===== config.mk =====
export PLATFORM = sky130hd
export DESIGN_NAME = sd_cmd
export DESIGN_NICKNAME = d
export VERILOG_FILES = /design/src/source/sd_cmd_pkg.sv /design/src/source/cmd_status_if.sv /design/src/source/cmd_tx.sv /design/src/source/cmd_rx.sv /design/src/source/cmd_ctrl.sv /design/src/source/sd_cmd.sv
export SDC_FILE = /design/constraint.sdc
export NUM_CORES = 1
export LEC_CHECK = 0
export BUFFER_PORTS_ARGS = -buffer_cell sky130_fd_sc_hd__buf_2
export CORE_ASPECT_RATIO = 1.75
export CORE_UTILIZATION = 35
export DETAILED_ROUTE_END_ITERATION = 16
export PLACE_DENSITY = 0.49
export SLEW_MARGIN = 5
export SYNTH_ARGS = -nofsm -noshare
export SYNTH_HDL_FRONTEND = slang
export SYNTH_SLANG_ARGS = --single-unit

===== constraint.sdc =====
create_clock -name i_clk -period 16.2 [get_ports i_clk]
set_input_delay 3.24 -clock i_clk [delete_from_list [all_inputs] [get_ports i_clk]]
set_output_delay 3.24 -clock i_clk [all_outputs]
set_load 0.01 [all_outputs]

===== src/source/sd_cmd_pkg.sv =====
// Shared constants, codes and CRC7 helpers for the SD command-line engine
// Only short (48-bit, R1-class) responses are described here
package sd_cmd_pkg;

	// Frame length, command and response alike
	localparam int FRAME_BITS = 48;

	// x^7 + x^3 + 1
	localparam logic [6:0] CRC_POLY = 7'h09;

	// Response types, any nonzero type behaves as R1
	localparam logic [1:0] RT_NONE = 2'b00;
	localparam logic [1:0] RT_R1   = 2'b01;

	// Completion codes
	localparam logic [1:0] EC_TIMEOUT  = 2'b00;
	localparam logic [1:0] EC_OKAY     = 2'b01;
	localparam logic [1:0] EC_BADCRC   = 2'b10;
	localparam logic [1:0] EC_FRAMEERR = 2'b11;

	// Response fields, first received bit at the top
	typedef struct packed {
		logic        start;
		logic        transmission;
		logic [5:0]  index;
		logic [31:0] arg;
		logic [6:0]  crc;
		logic        stop;
	} resp_fields_t;

	// Raw view fills as a shift register, field view decodes it
	typedef union packed {
		logic [47:0]  raw;
		resp_fields_t f;
	} resp_word_u;

	// One CRC7 step, one bit in
	function automatic logic [6:0] crc7_step(input logic [6:0] fill, input logic bit_in);
		logic fb;
		fb = fill[6] ^ bit_in;
		return {fill[5:0], 1'b0} ^ (fb ? CRC_POLY : 7'h00);
	endfunction

	// CRC7 over start, command and argument, MSB first
	function automatic logic [6:0] crc7_40(input logic [39:0] bits);
		logic [6:0] fill;
		fill = 7'h00;
		for (int i = 39; i >= 0; i--)
			fill = crc7_step(fill, bits[i]);
		return fill;
	endfunction

endpackage


===== src/source/cmd_status_if.sv =====
// End-of-response report from the receiver to the sequencer
// resp_end and timed_out are single-cycle pulses and never coincide
interface cmd_status_if;

	// Pulses the cycle after the 48th response bit lands
	logic resp_end;

	// Check results, meaningful only alongside resp_end
	logic crc_bad;
	logic frame_bad;

	// Silent line, counter ran out before the last bit
	logic timed_out;

	// Receiver side
	modport report (
		output resp_end, crc_bad, frame_bad, timed_out
	);

	// Sequencer side
	modport judge (
		input resp_end, crc_bad, frame_bad, timed_out
	);

endinterface


===== src/source/cmd_tx.sv =====
// Command frame serializer, MSB first, advancing only on clock-enable cycles
// i_start is expected only while idle, and on a cycle with i_ckstb
module cmd_tx (
	input  logic        i_clk,
	input  logic        i_reset,
	input  logic        i_ckstb,
	input  logic        i_start,
	input  logic        i_cfg_dbl,
	input  logic [6:0]  i_cmd,
	input  logic [31:0] i_arg,
	output logic        o_cmd_en,
	output logic [1:0]  o_cmd_data,
	output logic        o_last,
	output logic        o_active
);
	import sd_cmd_pkg::*;

	logic        active;
	logic        dbl;
	logic [5:0]  remain;
	logic [5:0]  step;
	logic [47:0] sreg;

	// Bits consumed per strobe
	assign step = dbl ? 6'd2 : 6'd1;

	// Bit counter and line enable
	always_ff @(posedge i_clk)
	if (i_reset)
	begin
		active <= 1'b0;
		remain <= 6'd0;
		dbl    <= 1'b0;
	end else if (i_start)
	begin
		active <= 1'b1;
		remain <= 6'(FRAME_BITS);
		dbl    <= i_cfg_dbl;
	end else if (i_ckstb && active)
	begin
		active <= (remain > step);
		remain <= remain - step;
	end

	// Frame shifter, ones fill from the bottom so an idle line reads high
	always_ff @(posedge i_clk)
	if (i_reset)
		sreg <= '1;
	else if (i_start)
		sreg <= {1'b0, i_cmd, i_arg, crc7_40({1'b0, i_cmd, i_arg}), 1'b1};
	else if (i_ckstb)
	begin
		if (dbl)
			sreg <= {sreg[45:0], 2'b11};
		else
			sreg <= {sreg[46:0], 1'b1};
	end

	// Final step goes out this strobe
	assign o_last = active && i_ckstb && (remain == step);

	assign o_active   = active;
	assign o_cmd_en   = active;
	assign o_cmd_data = sreg[47:46];

endmodule


===== src/source/cmd_rx.sv =====
// Short response receiver with CRC7, framing check and a silent-line timeout
// All state drops while i_listen is low; o_resp and o_arg hold until reloaded
// Strobe bit 0 is honoured only together with strobe bit 1
module cmd_rx #(
	parameter int LGTIMEOUT = 26
) (
	input  logic         i_clk,
	input  logic         i_reset,
	input  logic         i_listen,
	input  logic [1:0]   i_cmd_strb,
	input  logic [1:0]   i_cmd_data,
	output logic         o_cmd_response,
	output logic [5:0]   o_resp,
	output logic [31:0]  o_arg,
	cmd_status_if.report st
);
	import sd_cmd_pkg::*;

	localparam logic [5:0] LAST_BIT = 6'(FRAME_BITS);
	localparam logic [5:0] CRC_SPAN = 6'd40;

	logic [5:0]           count;
	logic [5:0]           count_nxt;
	logic                 take1;
	logic                 take0;
	logic                 at_end;
	resp_word_u           sreg;
	resp_word_u           nxt;
	logic [6:0]           crc_fill;
	logic [6:0]           crc_nxt;
	logic [LGTIMEOUT-1:0] timer;
	logic                 end_q;

	////////////////////////////////////////////////////////////////////////////
	//
	// Bit capture
	//
	////////////////////////////////////////////////////////////////////////////

	// Earlier bit first, nothing past the 48th
	assign take1 = i_listen && i_cmd_strb[1] && (count < LAST_BIT);
	assign take0 = take1 && i_cmd_strb[0] && (count < LAST_BIT - 6'd1);
	assign count_nxt = count + {5'd0, take1} + {5'd0, take0};
	assign at_end = take1 && (count_nxt == LAST_BIT);

	// Next shift word and running CRC
	always_comb
	begin
		nxt = sreg;
		crc_nxt = crc_fill;
		if (take1)
		begin
			nxt.raw = {sreg.raw[46:0], i_cmd_data[1]};
			// CRC covers start through argument only
			if (count < CRC_SPAN)
				crc_nxt = crc7_step(crc_nxt, i_cmd_data[1]);
		end
		if (take0)
		begin
			nxt.raw = {nxt.raw[46:0], i_cmd_data[0]};
			if (count < CRC_SPAN - 6'd1)
				crc_nxt = crc7_step(crc_nxt, i_cmd_data[0]);
		end
	end

	always_ff @(posedge i_clk)
	if (i_reset || !i_listen)
	begin
		count    <= 6'd0;
		sreg.raw <= '0;
		crc_fill <= 7'h00;
	end else begin
		count    <= count_nxt;
		sreg     <= nxt;
		crc_fill <= crc_nxt;
	end

	////////////////////////////////////////////////////////////////////////////
	//
	// Timeout
	//
	////////////////////////////////////////////////////////////////////////////

	// Any strobe restarts the count
	always_ff @(posedge i_clk)
	if (i_reset || !i_listen || (i_cmd_strb != 2'b00))
		timer <= '1;
	else if (timer != '0)
		timer <= timer - 1'b1;

	// Fires once, when the counter steps to zero short of a full frame
	always_ff @(posedge i_clk)
	if (i_reset || !i_listen)
	begin
		end_q        <= 1'b0;
		st.timed_out <= 1'b0;
	end else begin
		end_q        <= at_end;
		st.timed_out <= (i_cmd_strb == 2'b00) && (timer == LGTIMEOUT'(1))
				&& (count < LAST_BIT);
	end

	////////////////////////////////////////////////////////////////////////////
	//
	// Decode and checks
	//
	////////////////////////////////////////////////////////////////////////////

	// CRC span completed several strobes earlier, crc_fill is final here
	always_ff @(posedge i_clk)
	if (at_end)
	begin
		o_resp       <= nxt.f.index;
		o_arg        <= nxt.f.arg;
		st.crc_bad   <= (crc_fill != nxt.f.crc);
		st.frame_bad <= nxt.f.start || nxt.f.transmission || !nxt.f.stop;
	end

	assign st.resp_end    = end_q;
	assign o_cmd_response = end_q;

endmodule


===== src/source/cmd_ctrl.sv =====
// Request handshake, response wait and completion code
// Requests are taken only on i_ckstb cycles; o_done ends every command
module cmd_ctrl (
	input  logic        i_clk,
	input  logic        i_reset,
	input  logic        i_ckstb,
	input  logic        i_cmd_request,
	input  logic [1:0]  i_cmd_type,
	input  logic        i_tx_last,
	input  logic        i_tx_active,
	cmd_status_if.judge st,
	output logic        o_start,
	output logic        o_listen,
	output logic        o_busy,
	output logic        o_done,
	output logic        o_err,
	output logic [1:0]  o_ercode
);
	import sd_cmd_pkg::*;

	logic accept;
	logic r_busy;
	logic resp_r1;
	logic done_now;
	logic wait_stb;

	assign accept  = i_cmd_request && !o_busy;
	assign o_start = accept;
	assign o_busy  = r_busy || !i_ckstb;

	// Busy from acceptance through the done cycle
	always_ff @(posedge i_clk)
	if (i_reset)
	begin
		r_busy  <= 1'b0;
		resp_r1 <= 1'b0;
	end else if (accept)
	begin
		r_busy  <= 1'b1;
		resp_r1 <= (i_cmd_type != RT_NONE);
	end else if (o_done)
		r_busy <= 1'b0;

	// Receiver runs once the frame is out
	assign o_listen = r_busy && resp_r1 && !i_tx_active;

	// Frame end without response, or a silent card, finish a cycle later
	always_ff @(posedge i_clk)
	if (i_reset)
		done_now <= 1'b0;
	else
		done_now <= (i_tx_last && !resp_r1) || (r_busy && st.timed_out);

	// Response seen, hold for the next clock enable
	always_ff @(posedge i_clk)
	if (i_reset || accept)
		wait_stb <= 1'b0;
	else if (st.resp_end && r_busy && !o_done)
		wait_stb <= 1'b1;
	else if (i_ckstb)
		wait_stb <= 1'b0;

	assign o_done = done_now || (wait_stb && i_ckstb);

	// Timeout first, then CRC over framing
	always_ff @(posedge i_clk)
	if (i_reset || accept)
	begin
		o_err    <= 1'b0;
		o_ercode <= EC_OKAY;
	end else if (r_busy && !o_done)
	begin
		if (st.timed_out)
		begin
			o_err    <= 1'b1;
			o_ercode <= EC_TIMEOUT;
		end else if (st.resp_end)
		begin
			o_err    <= st.crc_bad || st.frame_bad;
			o_ercode <= st.crc_bad ? EC_BADCRC : (st.frame_bad ? EC_FRAMEERR : EC_OKAY);
		end
	end

endmodule


===== src/source/sd_cmd.sv =====
// SD command-line engine, send a 48-bit command and take an optional R1 response
// LGTIMEOUT sets the silent-line limit as 2^LGTIMEOUT clocks
// Long R2 responses are not handled
module sd_cmd #(
	parameter int LGTIMEOUT = 26
) (
	input  logic        i_clk,
	input  logic        i_reset,
	input  logic        i_cfg_dbl,
	input  logic        i_ckstb,
	input  logic        i_cmd_request,
	input  logic [1:0]  i_cmd_type,
	input  logic [6:0]  i_cmd,
	input  logic [31:0] i_arg,
	input  logic [1:0]  i_cmd_strb,
	input  logic [1:0]  i_cmd_data,
	output logic        o_busy,
	output logic        o_done,
	output logic        o_err,
	output logic [1:0]  o_ercode,
	output logic        o_cmd_en,
	output logic [1:0]  o_cmd_data,
	output logic        o_cmd_response,
	output logic [5:0]  o_resp,
	output logic [31:0] o_arg
);

	// Sequencer to transmitter and receiver
	logic start;
	logic listen;

	// Transmitter back to sequencer
	logic tx_last;
	logic tx_active;

	// Receiver report
	cmd_status_if status ();

	cmd_ctrl u_ctrl (
		.i_clk         (i_clk),
		.i_reset       (i_reset),
		.i_ckstb       (i_ckstb),
		.i_cmd_request (i_cmd_request),
		.i_cmd_type    (i_cmd_type),
		.i_tx_last     (tx_last),
		.i_tx_active   (tx_active),
		.st            (status.judge),
		.o_start       (start),
		.o_listen      (listen),
		.o_busy        (o_busy),
		.o_done        (o_done),
		.o_err         (o_err),
		.o_ercode      (o_ercode)
	);

	cmd_tx u_tx (
		.i_clk      (i_clk),
		.i_reset    (i_reset),
		.i_ckstb    (i_ckstb),
		.i_start    (start),
		.i_cfg_dbl  (i_cfg_dbl),
		.i_cmd      (i_cmd),
		.i_arg      (i_arg),
		.o_cmd_en   (o_cmd_en),
		.o_cmd_data (o_cmd_data),
		.o_last     (tx_last),
		.o_active   (tx_active)
	);

	cmd_rx #(
		.LGTIMEOUT (LGTIMEOUT)
	) u_rx (
		.i_clk          (i_clk),
		.i_reset        (i_reset),
		.i_listen       (listen),
		.i_cmd_strb     (i_cmd_strb),
		.i_cmd_data     (i_cmd_data),
		.o_cmd_response (o_cmd_response),
		.o_resp         (o_resp),
		.o_arg          (o_arg),
		.st             (status.report)
	);

endmodule


==> metrics.csv <==
stage,metric,value,unit
clock_tree,Clock Sinks,191,
floorplan,Initial Util,35.7,%
synthesis,Synth area leaders,"dfxtp_1 32%, edfxtp_1 13%, mux2i_1 11%",
timing,final worst-path cycle share,46.8,%
min_path,Hold Path Class,flop to flop,
grt,total gr overflow,0,
drt,DRT iter0 DRCs,346,
timing,RSZ-0062 raised after global routing,no,
setup_path,WP data arrival,4.33,ns
drt,drt pass-1 iters,4,
synthesis,Commonest cells post-synth,"151 x dfxtp_1, 116 x nand2_1, 101 x mux2i_1, 94 x o21ai_0, 54 x xnor2_1",
floorplan,die height,220,um
synthesis,post-synthesis sequential area ratio,44.3,%
clock_tree,Max Root-Sink Buffers,2,
synthesis,top-count cell post-synth,dfxtp_1,
grt,initial antenna violation count,0,
status,status,completed,
timing,Max Clk Rate,132,MHz
setup_path,crit-path max FO,89,
power,leakage power,3.88,nW
floorplan,Die ar.,27900,um2
layout,Finished Layout Cells,1385,
synthesis,Synthesis Warnings,0,
clock_tree,Worst-path clk slew,0.07,ns
grt,all-layer global routing usage,15.6,%
layout,Synth-to-Final Area Change,14.2,%
synthesis,Syn Inst Count,986,
timing,Final Hold Fails,0,
place,routability cong.,0.721,
drt,final WL,21200,um
drt,via/cell ratio,5.02,
place,PortBufs,96,
synthesis,ys flop type,dfxtp_1,
setup_path,kind of critical path,input pin to output port,
layout,ANT cells,0,
synthesis,Synth area leader,dfxtp_1,
layout,Post-Layout Inst Area,10900,um2
timing,post-layout minimum cycle time,7.57,ns
clock_tree,CTS Hold Bufs,0,
grt,number of global-route vias before repair,6704,
timing,setup total negative slack,0,ns
drt,overall via count from detail_route,6949,
timing,fin. max-slew vios,0,
timing,relative slew slack,26.3,%
grt,pin count of the biggest net entering global routing,90,
clock_tree,# Post-CTS Setup Buffers,0,
power,VDD IR max,75.0,uV
layout,nets,1105,
timing,Slew @ Worst Pin,1.11,ns
synthesis,Avg Inst Size Synth,9.67,um2
layout,layout cell share with drive strength beyond 1,15.0,%
place,placed cell count,1353,
drt,WL/cell,15.3,um
synthesis,post-synthesis cell type count,51,
synthesis,Yosys top cell area share,31.7,%
floorplan,Die Wd,127,um
drt,Routed Antenna Nets,0,
clock_tree,root buf cell,clkbuf_16,
place,DP Wirelength,14500,um
synthesis,Post-synth ARST share,0,%
clock_tree,"Clk Latency, worst-skew pair",0.44,ns
synthesis,cell area after synthesis,9530,um2
floorplan,core area,26700,um2
grt,first-pass GRT wire length,34000,um
power,Cell Pwr Density,108,nW/um2
floorplan,FP Rows,79,
synthesis,Post-Syn Nets,1043,
clock_tree,post-CTS sizing,0,
clock_tree,TritonCTS Buffers,17,
run,Max-cap violations,0,
synthesis,"FF+latch count, synth",191,
clock_tree,Max H-tree Level,4,
setup_path,Setup crit start kind,input pin,
place,dpl cell area,10300,um2
drt,# DRC,0,
timing,endpoints failing setup,0,
synthesis,Post-synth EDFFs,40,
setup_path,Worst Path Required,12.96,ns
setup_path,CP endpoint kind,output port,
floorplan,I/O pin count,97,
clock_tree,CTS tree,yes,
timing,Layout Skew,0.0107,ns
registers in the layout (all words and copies together) (netlist names), 2 cells and up:
register,cells
u_ctrl.o_ercode,2
u_rx.count,6
u_rx.crc_fill,7
u_rx.o_arg,32
u_rx.o_resp,6
u_rx.sreg,48
u_rx.timer,26
u_tx.remain,6
u_tx.sreg,47
worst paths after layout:
kind                  start              to  slack [ns]  cells after the start
min          u_rx.timer[24]  u_rx.timer[24]        0.49                      2
max reg2reg   u_tx.o_active  u_rx.o_arg[18]       11.81                     10
max                 i_ckstb          o_done        8.63                      5
min reg2reg  u_rx.timer[24]  u_rx.timer[24]        0.49                      2
logic make-up (layout without fill, tap and decap cells):
group / Yosys count / in the layout / synth area share (%)
compound gates: 181 / 181 / 11.3
xor+xnor: 99 / 99 / 12.0
fa+ha+maj: 7 / 7 / 1.08
mux: 107 / 107 / 11.3
buf+inv: 76 / 151 / 3.14
flops: 191 / 191 / 44.3
simple gates: 325 / 325 / 16.9
metrics by stage:
| step | setup slack [ns] | hold WS (ns) | total power [mW] | util (%) |
|---|---|---|---|---|
| 6_report | 8.63 | 0.488 | 1.17 | 40.8 |
| 4_1_cts | 8.59 | 0.491 | 1.19 | 40.8 |
| 3_5_place_dp | 8.60 | 0.472 | 0.751 | 38.5 |
| 3_3_place_gp | 8.60 | 0.456 | 0.752 | 38.5 |
| 2_1_floorplan | 7.73 | 0.440 | 0.705 | - |
| 5_1_grt | 8.47 | 0.510 | 1.23 | 40.8 |
critical path: stages:
cell     delay (ns)
buf_2          0.07
buf_4          0.61
a21oi_1        0.20
inv_1          0.08
buf_2          0.12
cell usage in the layout, fill, tap and decap left out, drive strengths merged, types with 5 or more instances in the layout:
| master | synthesis | routed |
|---|---|---|
| ha | 5 | 5 |
| nor2b | 43 | 43 |
| nor2 | 51 | 51 |
| or3 | 5 | 5 |
| o211ai | 40 | 40 |
| nor3 | 18 | 18 |
| nand3 | 17 | 17 |
| nor4 | 6 | 6 |
| clkbuf | 47 | 20 |
| mux2i | 101 | 101 |
| xor2 | 26 | 26 |
| o21ai | 97 | 97 |
| edfxtp | 40 | 40 |
| inv | 12 | 18 |
| dfxtp | 151 | 151 |
| nand2 | 116 | 116 |
| a21oi | 21 | 21 |
| a211oi | 13 | 13 |
| xnor3 | 18 | 18 |
| buf | 15 | 105 |
| xnor2 | 54 | 54 |
| nand2b | 46 | 46 |
| clkinv | 2 | 5 |
| mux2 | 6 | 6 |
| or4 | 5 | 5 |
| and3b | 5 | 5 |
metal layers:
layer	routed length (um)	track usage [%]
met1	9090	17.2
met5	0	0
met4	310	5.28
met2	11200	29.2
met3	582	3.58
cell type report:
cell class | instances | area, um2
repair buffers | 105 | 548
multi-input cells | 719 | 5050
clock inverters | 12 | 148
flip-flops and latches | 191 | 4230
clock buffers | 20 | 457
well taps | 324 | 405
fillers | 2750 | 15800
inverters | 14 | 52.6
report_power, final:
part | internal [mW] | switching, mW | leakage [nW]
combinational | 0.122 | 0.109 | 2.06
clock | 0.240 | 0.192 | 0.296
sequential | 0.497 | 0.0103 | 1.53
total | 0.859 | 0.311 | 3.88
No activity file was read; power rests on OpenSTA's default activity.
